File: src/verilog/cache_bank_pkg.sv
package cache_bank_pkg;

    // address layout, tag | set | byte offset
    localparam int ADDR_WIDTH  = 32;
    localparam int OFFSET_BITS = 4;
    localparam int SET_BITS    = 4;
    localparam int TAG_BITS    = ADDR_WIDTH - SET_BITS - OFFSET_BITS;
    localparam int DATA_WIDTH  = 16;

    // request kinds on i_request_type
    localparam logic [1:0] REQ_FETCH = 2'd0;
    localparam logic [1:0] REQ_READ  = 2'd1;
    localparam logic [1:0] REQ_WRITE = 2'd2;

    // one address word, seen whole or split into its fields
    typedef union packed {
        logic [ADDR_WIDTH-1:0] raw;
        struct packed {
            logic [TAG_BITS-1:0]    tag;
            logic [SET_BITS-1:0]    set;
            logic [OFFSET_BITS-1:0] offset;
        } fields;
    } line_addr_u;

endpackage

File: src/verilog/bank_ifs.sv
`timescale 1ns/1ps

// lookup, fill and write-hit path between controller and line store
interface line_if
    import cache_bank_pkg::*;
#(
    parameter int WAYS = 4
) ();

    line_addr_u            req_addr;
    logic                  fill_en;
    logic [DATA_WIDTH-1:0] fill_data;
    logic [WAYS-1:0]       fill_way;
    logic                  wr_hit_en;
    logic [DATA_WIDTH-1:0] wr_data;

    logic                  hit;
    logic [WAYS-1:0]       hit_way;
    logic [WAYS-1:0]       valid_vec;
    logic [DATA_WIDTH-1:0] hit_data;
    logic [TAG_BITS-1:0]   victim_tag;
    logic [DATA_WIDTH-1:0] victim_data;
    logic                  victim_dirty;

    modport ctrl (
        output req_addr, fill_en, fill_data, fill_way, wr_hit_en, wr_data,
        input  hit, hit_way, valid_vec, hit_data, victim_tag, victim_data, victim_dirty
    );

    modport store (
        input  req_addr, fill_en, fill_data, fill_way, wr_hit_en, wr_data,
        output hit, hit_way, valid_vec, hit_data, victim_tag, victim_data, victim_dirty
    );

endinterface

// replacement state update and victim choice
interface rrip_if
    import cache_bank_pkg::*;
#(
    parameter int WAYS = 4
) ();

    logic [SET_BITS-1:0] set_idx;
    logic [WAYS-1:0]     valid_vec;
    logic [WAYS-1:0]     hit_way;
    logic                touch_en;
    logic                miss_en;
    logic [WAYS-1:0]     victim_way;

    modport ctrl (
        output set_idx, valid_vec, hit_way, touch_en, miss_en,
        input  victim_way
    );

    modport sel (
        input  set_idx, valid_vec, hit_way, touch_en, miss_en,
        output victim_way
    );

endinterface

File: src/verilog/bank_ctrl.sv
`timescale 1ns/1ps

module bank_ctrl
    import cache_bank_pkg::*;
#(
    parameter int WAYS      = 4,
    parameter int RRPV_BITS = 2
) (
    input  logic                  i_clk,
    input  logic                  i_nreset,
    // PE request
    input  logic [1:0]            i_request_type,
    input  logic [ADDR_WIDTH-1:0] i_addr,
    input  logic                  i_type_valid,
    output logic                  o_type_ready,
    input  logic [DATA_WIDTH-1:0] i_data,
    // PE return
    output logic [DATA_WIDTH-1:0] o_pe_data_o,
    output logic                  o_pe_data_o_valid,
    input  logic                  i_pe_data_o_ready,
    // DRAM
    output logic [ADDR_WIDTH-1:0] o_dram_addr,
    input  logic [DATA_WIDTH-1:0] i_dram_data,
    input  logic                  i_dram_data_i_valid,
    output logic                  o_dram_data_i_ready,
    output logic [DATA_WIDTH-1:0] o_dram_data_o,
    output logic                  o_dram_data_o_valid,
    input  logic                  i_dram_data_o_ready,
    line_if.ctrl                  line_bus,
    rrip_if.ctrl                  rrip_bus
);

    localparam logic [2:0] ST_IDLE       = 3'd0;
    localparam logic [2:0] ST_LOOKUP     = 3'd1;
    localparam logic [2:0] ST_SEND_PE    = 3'd2;
    localparam logic [2:0] ST_WRITE_BACK = 3'd3;
    localparam logic [2:0] ST_FILL       = 3'd4;

    logic [2:0]            state;
    logic [2:0]            state_nxt;
    logic [1:0]            type_q;
    line_addr_u            req_q;
    logic [DATA_WIDTH-1:0] data_q;
    logic [DATA_WIDTH-1:0] pe_data_q;
    logic [WAYS-1:0]       victim_q;
    line_addr_u            wb_addr;
    logic [DATA_WIDTH-1:0] wb_data;
    logic                  accept;
    logic                  lookup;
    logic                  fetch_miss;

    assign accept     = i_type_valid && o_type_ready;
    assign lookup     = (state == ST_LOOKUP);
    assign fetch_miss = lookup && type_q == REQ_FETCH && !line_bus.hit;

    // -------------------------------------------------------------------------
    // request FSM
    // -------------------------------------------------------------------------
    always_comb begin
        state_nxt = state;
        case (state)
            ST_IDLE: begin
                if (accept)
                    state_nxt = ST_LOOKUP;
            end
            ST_LOOKUP: begin
                if (type_q == REQ_READ)
                    state_nxt = ST_SEND_PE;
                else if (fetch_miss)
                    state_nxt = line_bus.victim_dirty ? ST_WRITE_BACK : ST_FILL;
                else
                    state_nxt = ST_IDLE;
            end
            ST_SEND_PE: begin
                if (i_pe_data_o_ready)
                    state_nxt = ST_IDLE;
            end
            ST_WRITE_BACK: begin
                if (i_dram_data_o_ready)
                    state_nxt = ST_FILL;
            end
            ST_FILL: begin
                if (i_dram_data_i_valid)
                    state_nxt = ST_IDLE;
            end
            default: state_nxt = ST_IDLE;
        endcase
    end

    always_ff @(posedge i_clk) begin
        if (!i_nreset)
            state <= ST_IDLE;
        else
            state <= state_nxt;
    end

    // request, read result and victim capture
    always_ff @(posedge i_clk) begin
        if (accept) begin
            type_q    <= i_request_type;
            req_q.raw <= i_addr;
            data_q    <= i_data;
        end
        if (lookup)
            pe_data_q <= line_bus.hit_data;
        if (fetch_miss) begin
            victim_q                <= rrip_bus.victim_way;
            wb_addr.fields.tag      <= line_bus.victim_tag;
            wb_addr.fields.set      <= req_q.fields.set;
            wb_addr.fields.offset   <= '0;
            wb_data                 <= line_bus.victim_data;
        end
    end

    // -------------------------------------------------------------------------
    // store strobes
    // -------------------------------------------------------------------------
    assign line_bus.req_addr  = req_q;
    assign line_bus.fill_en   = (state == ST_FILL) && i_dram_data_i_valid;
    assign line_bus.fill_data = i_dram_data;
    // live victim while deciding, latched one afterwards
    assign line_bus.fill_way  = lookup ? rrip_bus.victim_way : victim_q;
    assign line_bus.wr_hit_en = lookup && type_q == REQ_WRITE && line_bus.hit;
    assign line_bus.wr_data   = data_q;

    assign rrip_bus.set_idx   = req_q.fields.set;
    assign rrip_bus.valid_vec = line_bus.valid_vec;
    assign rrip_bus.hit_way   = line_bus.hit_way;
    assign rrip_bus.touch_en  = lookup && type_q == REQ_FETCH && line_bus.hit;
    assign rrip_bus.miss_en   = fetch_miss;

    // outputs
    assign o_type_ready        = (state == ST_IDLE);
    assign o_pe_data_o         = pe_data_q;
    assign o_pe_data_o_valid   = (state == ST_SEND_PE);
    assign o_dram_data_o       = wb_data;
    assign o_dram_data_o_valid = (state == ST_WRITE_BACK);
    assign o_dram_data_i_ready = (state == ST_FILL);
    assign o_dram_addr         = (state == ST_FILL) ? req_q.raw : wb_addr.raw;

endmodule

File: src/verilog/cache_bank.sv
`timescale 1ns/1ps

module cache_bank
    import cache_bank_pkg::*;
#(
    parameter int WAYS      = 4,
    parameter int RRPV_BITS = 2
) (
    input  logic                  i_clk,
    input  logic                  i_nreset,
    input  logic [1:0]            i_request_type,
    input  logic [ADDR_WIDTH-1:0] i_addr,
    input  logic                  i_type_valid,
    output logic                  o_type_ready,
    input  logic [DATA_WIDTH-1:0] i_data,
    output logic [DATA_WIDTH-1:0] o_pe_data_o,
    output logic                  o_pe_data_o_valid,
    input  logic                  i_pe_data_o_ready,
    output logic [ADDR_WIDTH-1:0] o_dram_addr,
    input  logic [DATA_WIDTH-1:0] i_dram_data,
    input  logic                  i_dram_data_i_valid,
    output logic                  o_dram_data_i_ready,
    output logic [DATA_WIDTH-1:0] o_dram_data_o,
    output logic                  o_dram_data_o_valid,
    input  logic                  i_dram_data_o_ready
);

    line_if #(.WAYS(WAYS)) line_bus ();
    rrip_if #(.WAYS(WAYS)) rrip_bus ();

    // tag, data, valid and dirty arrays
    line_store #(
        .WAYS(WAYS)
    ) line_store_inst (
        .i_clk     (i_clk),
        .i_nreset  (i_nreset),
        .store_bus (line_bus)
    );

    // SRRIP state and victim choice
    rrip_select #(
        .WAYS      (WAYS),
        .RRPV_BITS (RRPV_BITS)
    ) rrip_select_inst (
        .i_clk    (i_clk),
        .i_nreset (i_nreset),
        .rrip_bus (rrip_bus)
    );

    bank_ctrl #(
        .WAYS      (WAYS),
        .RRPV_BITS (RRPV_BITS)
    ) bank_ctrl_inst (
        .i_clk               (i_clk),
        .i_nreset            (i_nreset),
        .i_request_type      (i_request_type),
        .i_addr              (i_addr),
        .i_type_valid        (i_type_valid),
        .o_type_ready        (o_type_ready),
        .i_data              (i_data),
        .o_pe_data_o         (o_pe_data_o),
        .o_pe_data_o_valid   (o_pe_data_o_valid),
        .i_pe_data_o_ready   (i_pe_data_o_ready),
        .o_dram_addr         (o_dram_addr),
        .i_dram_data         (i_dram_data),
        .i_dram_data_i_valid (i_dram_data_i_valid),
        .o_dram_data_i_ready (o_dram_data_i_ready),
        .o_dram_data_o       (o_dram_data_o),
        .o_dram_data_o_valid (o_dram_data_o_valid),
        .i_dram_data_o_ready (i_dram_data_o_ready),
        .line_bus            (line_bus),
        .rrip_bus            (rrip_bus)
    );

endmodule

File: src/verilog/line_store.sv
`timescale 1ns/1ps

module line_store
    import cache_bank_pkg::*;
#(
    parameter int WAYS = 4
) (
    input  logic  i_clk,
    input  logic  i_nreset,
    line_if.store store_bus
);

    localparam int SETS = 1 << SET_BITS;

    logic [TAG_BITS-1:0]   tag_mem  [SETS][WAYS];
    logic [DATA_WIDTH-1:0] data_mem [SETS][WAYS];
    logic [WAYS-1:0]       valid_q  [SETS];
    logic [WAYS-1:0]       dirty_q  [SETS];

    logic [SET_BITS-1:0]   set_idx;
    logic [TAG_BITS-1:0]   req_tag;

    assign set_idx = store_bus.req_addr.fields.set;
    assign req_tag = store_bus.req_addr.fields.tag;

    assign store_bus.valid_vec = valid_q[set_idx];

    // -------------------------------------------------------------------------
    // tag compare and read muxes
    // -------------------------------------------------------------------------
    always_comb begin
        store_bus.hit_way  = '0;
        store_bus.hit_data = '0;
        for (int w = 0; w < WAYS; w++) begin
            if (valid_q[set_idx][w] && tag_mem[set_idx][w] == req_tag) begin
                store_bus.hit_way[w] = 1'b1;
                store_bus.hit_data   = store_bus.hit_data | data_mem[set_idx][w];
            end
        end
        store_bus.hit = |store_bus.hit_way;
    end

    // way named by fill_way, used as write-back source
    always_comb begin
        store_bus.victim_tag   = '0;
        store_bus.victim_data  = '0;
        store_bus.victim_dirty = 1'b0;
        for (int w = 0; w < WAYS; w++) begin
            if (store_bus.fill_way[w]) begin
                store_bus.victim_tag   = store_bus.victim_tag | tag_mem[set_idx][w];
                store_bus.victim_data  = store_bus.victim_data | data_mem[set_idx][w];
                store_bus.victim_dirty = store_bus.victim_dirty
                                       | (valid_q[set_idx][w] & dirty_q[set_idx][w]);
            end
        end
    end

    // -------------------------------------------------------------------------
    // array writes
    // -------------------------------------------------------------------------
    always_ff @(posedge i_clk) begin
        for (int w = 0; w < WAYS; w++) begin
            if (store_bus.fill_en && store_bus.fill_way[w]) begin
                data_mem[set_idx][w] <= store_bus.fill_data;
                tag_mem[set_idx][w]  <= req_tag;
            end else if (store_bus.wr_hit_en && store_bus.hit_way[w]) begin
                data_mem[set_idx][w] <= store_bus.wr_data;
            end
        end
    end

    always_ff @(posedge i_clk) begin
        if (!i_nreset) begin
            for (int s = 0; s < SETS; s++) begin
                valid_q[s] <= '0;
                dirty_q[s] <= '0;
            end
        end else begin
            for (int w = 0; w < WAYS; w++) begin
                if (store_bus.fill_en && store_bus.fill_way[w]) begin
                    valid_q[set_idx][w] <= 1'b1;
                    dirty_q[set_idx][w] <= 1'b0;
                end else if (store_bus.wr_hit_en && store_bus.hit_way[w]) begin
                    // written lines go back to DRAM on eviction
                    dirty_q[set_idx][w] <= 1'b1;
                end
            end
        end
    end

endmodule

File: src/verilog/rrip_select.sv
`timescale 1ns/1ps

module rrip_select
    import cache_bank_pkg::*;
#(
    parameter int WAYS      = 4,
    parameter int RRPV_BITS = 2
) (
    input  logic i_clk,
    input  logic i_nreset,
    rrip_if.sel  rrip_bus
);

    localparam int SETS = 1 << SET_BITS;
    localparam logic [RRPV_BITS-1:0] RRPV_MAX    = '1;
    localparam logic [RRPV_BITS-1:0] RRPV_INSERT = RRPV_MAX - 1'b1;

    logic [RRPV_BITS-1:0] rrpv [SETS][WAYS];
    logic [RRPV_BITS-1:0] max_rrpv;

    // -------------------------------------------------------------------------
    // victim: first invalid way, else first way holding the largest RRPV
    // -------------------------------------------------------------------------
    always_comb begin
        logic found;
        found    = 1'b0;
        max_rrpv = '0;
        rrip_bus.victim_way = '0;
        for (int w = 0; w < WAYS; w++) begin
            if (rrpv[rrip_bus.set_idx][w] > max_rrpv)
                max_rrpv = rrpv[rrip_bus.set_idx][w];
        end
        for (int w = 0; w < WAYS; w++) begin
            if (!found && !rrip_bus.valid_vec[w]) begin
                rrip_bus.victim_way[w] = 1'b1;
                found = 1'b1;
            end
        end
        for (int w = 0; w < WAYS; w++) begin
            if (!found && rrpv[rrip_bus.set_idx][w] == max_rrpv) begin
                rrip_bus.victim_way[w] = 1'b1;
                found = 1'b1;
            end
        end
    end

    // hit promotes to near, miss ages the set and inserts at long
    always_ff @(posedge i_clk) begin
        if (!i_nreset) begin
            for (int s = 0; s < SETS; s++) begin
                for (int w = 0; w < WAYS; w++)
                    rrpv[s][w] <= RRPV_MAX;
            end
        end else if (rrip_bus.touch_en) begin
            for (int w = 0; w < WAYS; w++) begin
                if (rrip_bus.hit_way[w])
                    rrpv[rrip_bus.set_idx][w] <= '0;
            end
        end else if (rrip_bus.miss_en) begin
            for (int w = 0; w < WAYS; w++) begin
                if (rrip_bus.victim_way[w])
                    rrpv[rrip_bus.set_idx][w] <= RRPV_INSERT;
                else if (rrpv[rrip_bus.set_idx][w] != RRPV_MAX)
                    rrpv[rrip_bus.set_idx][w] <= rrpv[rrip_bus.set_idx][w] + 1'b1;
            end
        end
    end

endmodule
File: config.mk
export PLATFORM = sky130hd
export DESIGN_NAME = cache_bank
export DESIGN_NICKNAME = d
export VERILOG_FILES = /design/src/verilog/cache_bank_pkg.sv /design/src/verilog/bank_ifs.sv /design/src/verilog/bank_ctrl.sv /design/src/verilog/cache_bank.sv /design/src/verilog/line_store.sv /design/src/verilog/rrip_select.sv
export SDC_FILE = /design/constraint.sdc
export NUM_CORES = 2
export LEC_CHECK = 0
export BUFFER_PORTS_ARGS = -buffer_cell sky130_fd_sc_hd__buf_4
export CAP_MARGIN = 20
export CELL_PAD_IN_SITES_DETAIL_PLACEMENT = 0
export CELL_PAD_IN_SITES_GLOBAL_PLACEMENT = 1
export CORE_MARGIN = 2
export CORE_UTILIZATION = 56
export CTS_CLUSTER_DIAMETER = 80
export DETAILED_ROUTE_END_ITERATION = 10
export HOLD_SLACK_MARGIN = 0.02
export PLACE_DENSITY = 0.77
export SLEW_MARGIN = 20
export SYNTH_ARGS = -nofsm -noshare
export SYNTH_HDL_FRONTEND = slang
export SYNTH_SLANG_ARGS = --single-unit
File: constraint.sdc
create_clock -name i_clk -period 10.55 [get_ports i_clk]
set_input_delay 2.11 -clock i_clk [delete_from_list [all_inputs] [get_ports i_clk]]
set_output_delay 2.11 -clock i_clk [all_outputs]
set_load 0.1 [all_outputs]
== Yosys cells after proc, flatten, opt, wreduce, memory -nomap -nowiden ==
Memory sizes are Yosys's and may differ from the RTL's. A register that Yosys moved wholly into a read port is not among the register bits.
Index checks and enable logic that the tools add are counted.
Cells by class
  multiplexer cells: 175
  $add $sub $neg: 4
  equal/unequal tests: 22
  bitwise operators: 32
  reductions and logical operators: 43
  order comparisons: 4
Operators by type and width (count)
  $mux 16: 12
  $mux 1: 123
  $eq 24x24->1: 4
  $mux 24: 4
  $or 16x16->16: 6
  $or 24x24->24: 3
  $mux 4: 14
  $mux 32: 1
  $logic_and 1x1->1: 26
  $mux 2: 12
  $mux 3: 7
  $or 1x1->1: 19
  $pmux 3 s5: 1
  $ne 2x2->1 const B: 6
  $reduce_or 4->1: 3
  $logic_not 1->1: 10
  $add 2x1->2 const B: 4
  $eq 2x2->1: 4
  $mux 8: 1
  $reduce_or 8->1: 1
  $eq 3x2->1 const B: 2
  $gt 2x2->1: 3
  $and 1x1->1: 4
  $ne 2x1->1 const B: 2
  8 further kinds: 8
Storage, ports and cells
  output and inout port bits: 68
  memories: 5
  bits of input ports: 72
  RAM bits: 2816
  flip-flop bits (word level): 117
  word-level logic and storage cells: 293
Memory list
  line_store_inst.tag_mem: words 16, bits a word 96, read ports 1, clocked after Yosys merged registers in 1, write ports 1, RTL line line_store.sv:15  | logic [TAG_BITS-1:0] tag_mem [SETS][WAYS];
  line_store_inst.data_mem: words 16, bits a word 64, read ports 1, clocked after Yosys merged registers in 1, write ports 1, RTL line line_store.sv:16  | logic [DATA_WIDTH-1:0] data_mem [SETS][WAYS];
  rrip_select_inst.rrpv: words 16, bits a word 8, read ports 1, clocked after Yosys merged registers in 1, write ports 16, RTL line rrip_select.sv:18  | logic [RRPV_BITS-1:0] rrpv [SETS][WAYS];
  line_store_inst.dirty_q: words 16, bits a word 4, read ports 1, clocked after Yosys merged registers in 1, write ports 16, RTL line line_store.sv:18  | logic [WAYS-1:0] dirty_q [SETS];
  line_store_inst.valid_q: words 16, bits a word 4, read ports 1, clocked after Yosys merged registers in 1, write ports 16, RTL line line_store.sv:17  | logic [WAYS-1:0] valid_q [SETS];

== Longest topological paths before layout ==
  depth after elaboration: 33
  depth in mapped cells: 34
  mapped depth without buffers: 25

== Hierarchy ==
From an unflattened synthesis, not the netlist that was laid out.
Second synthesis, totals
  cell total of the unflattened synthesis: 6454
  area, all modules: 121138.7 um2
Modules (own cells, without submodules)
  line_store: sequential area each 80076.8 um2, area an instance 109675.2 um2, cells an instance 5617, times used 1
  rrip_select: sequential area each 3843.7 um2, area an instance 7125.6 um2, cells an instance 619, times used 1
  bank_ctrl: sequential area each 3483.3 um2, area an instance 4337.9 um2, cells an instance 218, times used 1

== Worst setup path before layout ==
OpenSTA, ideal clock, no wires.
  path type: register -> register
  start point: register with a tool-made name
  end point: memory line_store_inst.tag_mem[15][72] (netlist name) (enable)
  cell stages (with the launch flop): 32
  period minus slack after synthesis: 9.021 ns
  buffers on the path: 9
  setup slack: 1.529 ns
  library setup time: 0.406 ns
  required time: 10.144 ns
  arrival time: 8.614 ns
  path through: dfxtp_1 > clkbuf_1 > inv_2 > buf_2 > buf_2 > buf_1 > buf_2 > buf_2 > buf_1 > buf_1 > mux2i_1 > inv_1 > ha_1 > nand2b_1 > ha_1 > o22ai_1 > mux4_2 > ha_1 > inv_1 > o22ai_1 > mux2_2 > ha_1 > nand2_1 > o21ai_0 > and2_1 > a221oi_4 > mux2i_1 > nand2_1 > a21oi_1 > nand3_1 > clkbuf_1 > nor2_1
RTL lines (RTL line)
  end, declared: line_store.sv:15

==> metrics.cfg <==
[timing]
finalSetupViolations = 0
relSlewSlack_pct = 17.4
fin_crit_ns = 9.34
grt_setup_unrepaired = no
hold_violations = 0
slew_viol_final = 0
post-route-period-util_pct = 88.5
skew_ns = 0.0654
fin_setup_tns_ns = 0
worst_slew_pin_slew_ns = 1.23
fmax_mhz = 107

[synth]
synth_edf_count = 2866
yosys-top-cells-area = edfxtp_1 (72%), mux4_2 (14%), mux2i_1 (1.8%)
avgSynthCellArea_um2 = 19.5
netlist_area_mm2 = 0.120
ys.flop_type = edfxtp_1
yosysSeqAreaShare_pct = 73.1
synth.top_cells.by_count = edfxtp_1 (2866), mux4_2 (729), nand2_1 (324)
syn_inst = 6126
synth_cell_types = 94
synth_nets = 6213
synth_most_common_cell = edfxtp_1
async_reset_ff_share_pct = 0
ys_warn_count = 0
yosysTopAreaCellShare_pct = 71.9
yosysTopAreaCell = edfxtp_1
ys_seq_elements = 2937

[floorplanning]
dieArea_mm2 = 0.217
ios = 140
rows = 169
dieHeight_um = 466
die_w_um = 466
design.core.area_mm2 = 0.212
initial_core_util_pct = 56.4

[final_layout]
n_fill_cell = 14449
instances_no_fill = 9446
drive_gt1_share_pct = 28.0
nets = 6485
syn2layout_area_growth_pct = 12.6

[clocking]
cts_resized = 0
cts.clk_slew.worst_paths_ns = 0.06
post-cts-setup-buffer-count = 0
htree_levels = 5
clock_latency_ns = 0.95
numClockSinks = 2937
clk_path_buf_depth = 4
cts_tree = built
ctsHoldBuffers = 0
cts-buffers-inserted = 314
cts-root-buf = clkbuf_16

[critical_path]
crit_fanout = 42
end_kind = flip-flop
reg2reg_to = line_store_inst.data_mem[14][53]$_DFFE_PP_
required_ns = 11.08
critical_path_arrival_ns = 9.87
cp-endpoint = line_store_inst.data_mem[14][53]$_DFFE_PP_
critPathLaunchType = flip-flop
crit_type = reg -> reg
reg2regPathDepth = 26
reg2reg_slack_ns = 1.21

[placed_design]
gp_congestion = 0.913
io_buffers = 139
dp.final_hpwl_um = 210000
dp.cells = 8896

[global_routing]
track_usage_pct = 31.7
grt_max_degree = 110
antenna_found_initial = 12
grt_pass1_vias = 63108
grt_first_pass_wirelength_um = 481000
grt_overflow = 0

[outcome]
status = finished clean

[drt]
vias = 64425
drtIter0Drc = 9471
drtPass1Iterations = 6
ant_nets = 0
wirelength_um = 343000
vias_per_cell = 6.82
drc = 0
wire_per_inst_um = 36.3

[power]
max-vdd-ir-drop_v = 0.000178
power_density_mw_per_mm2 = 193
p_leak_nw = 42.3

[job]
drv_cap = 0

[worst_hold_path]
hp-class = reg -> reg

==> layout make-up <==
cell class                 count  area [um2]  area share, %
clock inverter               144        1460           1.08
inverter                      35         144          0.107
antenna                        6        15.0         0.0111
multi-input combinational   2757       30800           22.9
tap                         2821        3530           2.62
timing repair buffer         353        2970           2.20
clock buffer                 393        8280           6.14
sequential                  2937       87500           64.9
==> power breakdown <==
group	internal, mW	leakage [nW]	switching, mW
logic	0.865	11.4	1.56
registers	12.9	26.2	0.0479
clock network	6.23	4.76	4.43
total	19.9	42.3	6.04
==> metrics by stage <==
| step | setup WS (ns) | cell area (um2) | total power, mW | hold WS, ns | util [%] |
|---|---|---|---|---|---|
| final | 1.21 | 135000 | 26.0 | 0.460 | 63.5 |
| after global routing | 0.740 | 135000 | 26.6 | 0.474 | 63.5 |
| after CTS | 1.33 | 135000 | 26.0 | 0.460 | 63.4 |
| after detailed placement | 1.39 | 125000 | 15.5 | 0.448 | 58.8 |
| after global placement | 1.44 | 125000 | 15.5 | 0.441 | 58.7 |
| after floorplan | 1.53 | 120000 | 14.6 | 0.435 | - |
==> placed cells by master (no fill, tap or decap), drive strengths merged, types with 19 or more instances in the layout <==
| cell type | instances |
|---|---|
| edfxtp | 2866 |
| mux4 | 729 |
| clkbuf | 393 |
| buf | 353 |
| nand2 | 324 |
| nor2 | 283 |
| mux2i | 212 |
| o21ai | 182 |
| mux2 | 158 |
| xnor2 | 106 |
| clkinv | 101 |
| a22oi | 87 |
| o21a | 71 |
| dfxtp | 71 |
| o22ai | 60 |
| nand3 | 58 |
| a21oi | 42 |
| inv | 42 |
| nand2b | 31 |
| o211ai | 28 |
| bufinv | 28 |
| a222oi | 27 |
| nor3 | 23 |
| and2 | 22 |
| nor2b | 21 |
| xor2 | 19 |
| nand3b | 19 |
==> how the worst min path moves through the flow <==
stage / startpoint / endpoint / slack [ns] / cells past startpoint
after floorplan: line_store_inst.valid_q[10][0]$_DFF_P_ / line_store_inst.valid_q[10][0]$_DFF_P_ / 0.44 / 1
after global placement: line_store_inst.valid_q[2][3]$_DFF_P_ / line_store_inst.valid_q[2][3]$_DFF_P_ / 0.44 / 1
after detailed placement: line_store_inst.valid_q[6][0]$_DFF_P_ / line_store_inst.valid_q[6][0]$_DFF_P_ / 0.45 / 1
after CTS: line_store_inst.valid_q[6][0]$_DFF_P_ / line_store_inst.valid_q[6][0]$_DFF_P_ / 0.46 / 1
after global routing: line_store_inst.valid_q[6][0]$_DFF_P_ / line_store_inst.valid_q[6][0]$_DFF_P_ / 0.47 / 1
final: line_store_inst.valid_q[6][0]$_DFF_P_ / line_store_inst.valid_q[6][0]$_DFF_P_ / 0.46 / 1
==> registers in the layout, indices dropped and copies added (netlist names), named ones only <==
signal and count:
line_store_inst.tag_mem 1536, line_store_inst.data_mem 1024, rrip_select_inst.rrpv 128, line_store_inst.dirty_q 64, line_store_inst.valid_q 64, bank_ctrl_inst.line_bus.req_addr 32
bank_ctrl_inst.wb_addr 28, bank_ctrl_inst.line_bus.wr_data 16, bank_ctrl_inst.o_dram_data_o 16, bank_ctrl_inst.o_pe_data_o 16, bank_ctrl_inst.victim_q 4, bank_ctrl_inst.state 3
bank_ctrl_inst.type_q 2
==> per-layer routing <==
metal	global-route usage [%]	wire length, um	vias up
met3	6.58	35700	756
met1	42.7	124000	33902
met5	0	53	-
met2	50.2	165000	4022
met4	14.6	18500	8
li1	-	-	25737
==> critical path, stage by stage, from the launching register on <==
cell and delay [ns]:
dfxtp_4 0.84, mux4_2 0.60, mux2i_1 0.28, mux2i_1 0.20
inv_1 0.11, ha_1 0.13, nand2b_1 0.13, ha_1 0.25
nor2_1 0.13, o22ai_1 0.10, mux4_2 0.40, ha_1 0.33
inv_1 0.04, o22ai_1 0.38, mux2_2 0.42, ha_1 0.29
nand2_1 0.08, o21ai_0 0.17, and2_1 0.27, a221oi_4 0.36
mux2i_1 0.52, nand2_1 0.24, a21oi_4 0.19, nand3_2 0.62
and2_1 0.63, buf_4 0.33, nor2_2 0.79
==> kinds of logic (layout without fill, tap and decap cells) <==
| kind of cell | Yosys count | count (layout) | synth area share [%] |
|---|---|---|---|
| muxes | 1099 | 1099 | 17.0 |
| DFF | 2937 | 2937 | 73.1 |
| adders and majority gates | 15 | 15 | 0.157 |
| AOI/OAI and AO/OA | 661 | 661 | 3.87 |
| xor gates and xnor gates | 125 | 125 | 0.915 |
| and+or+nand+nor | 857 | 857 | 3.22 |
| buffers and inverters | 432 | 925 | 1.75 |
| other | 0 | 6 | 0 |
Power figures use the tool's default switching activity.
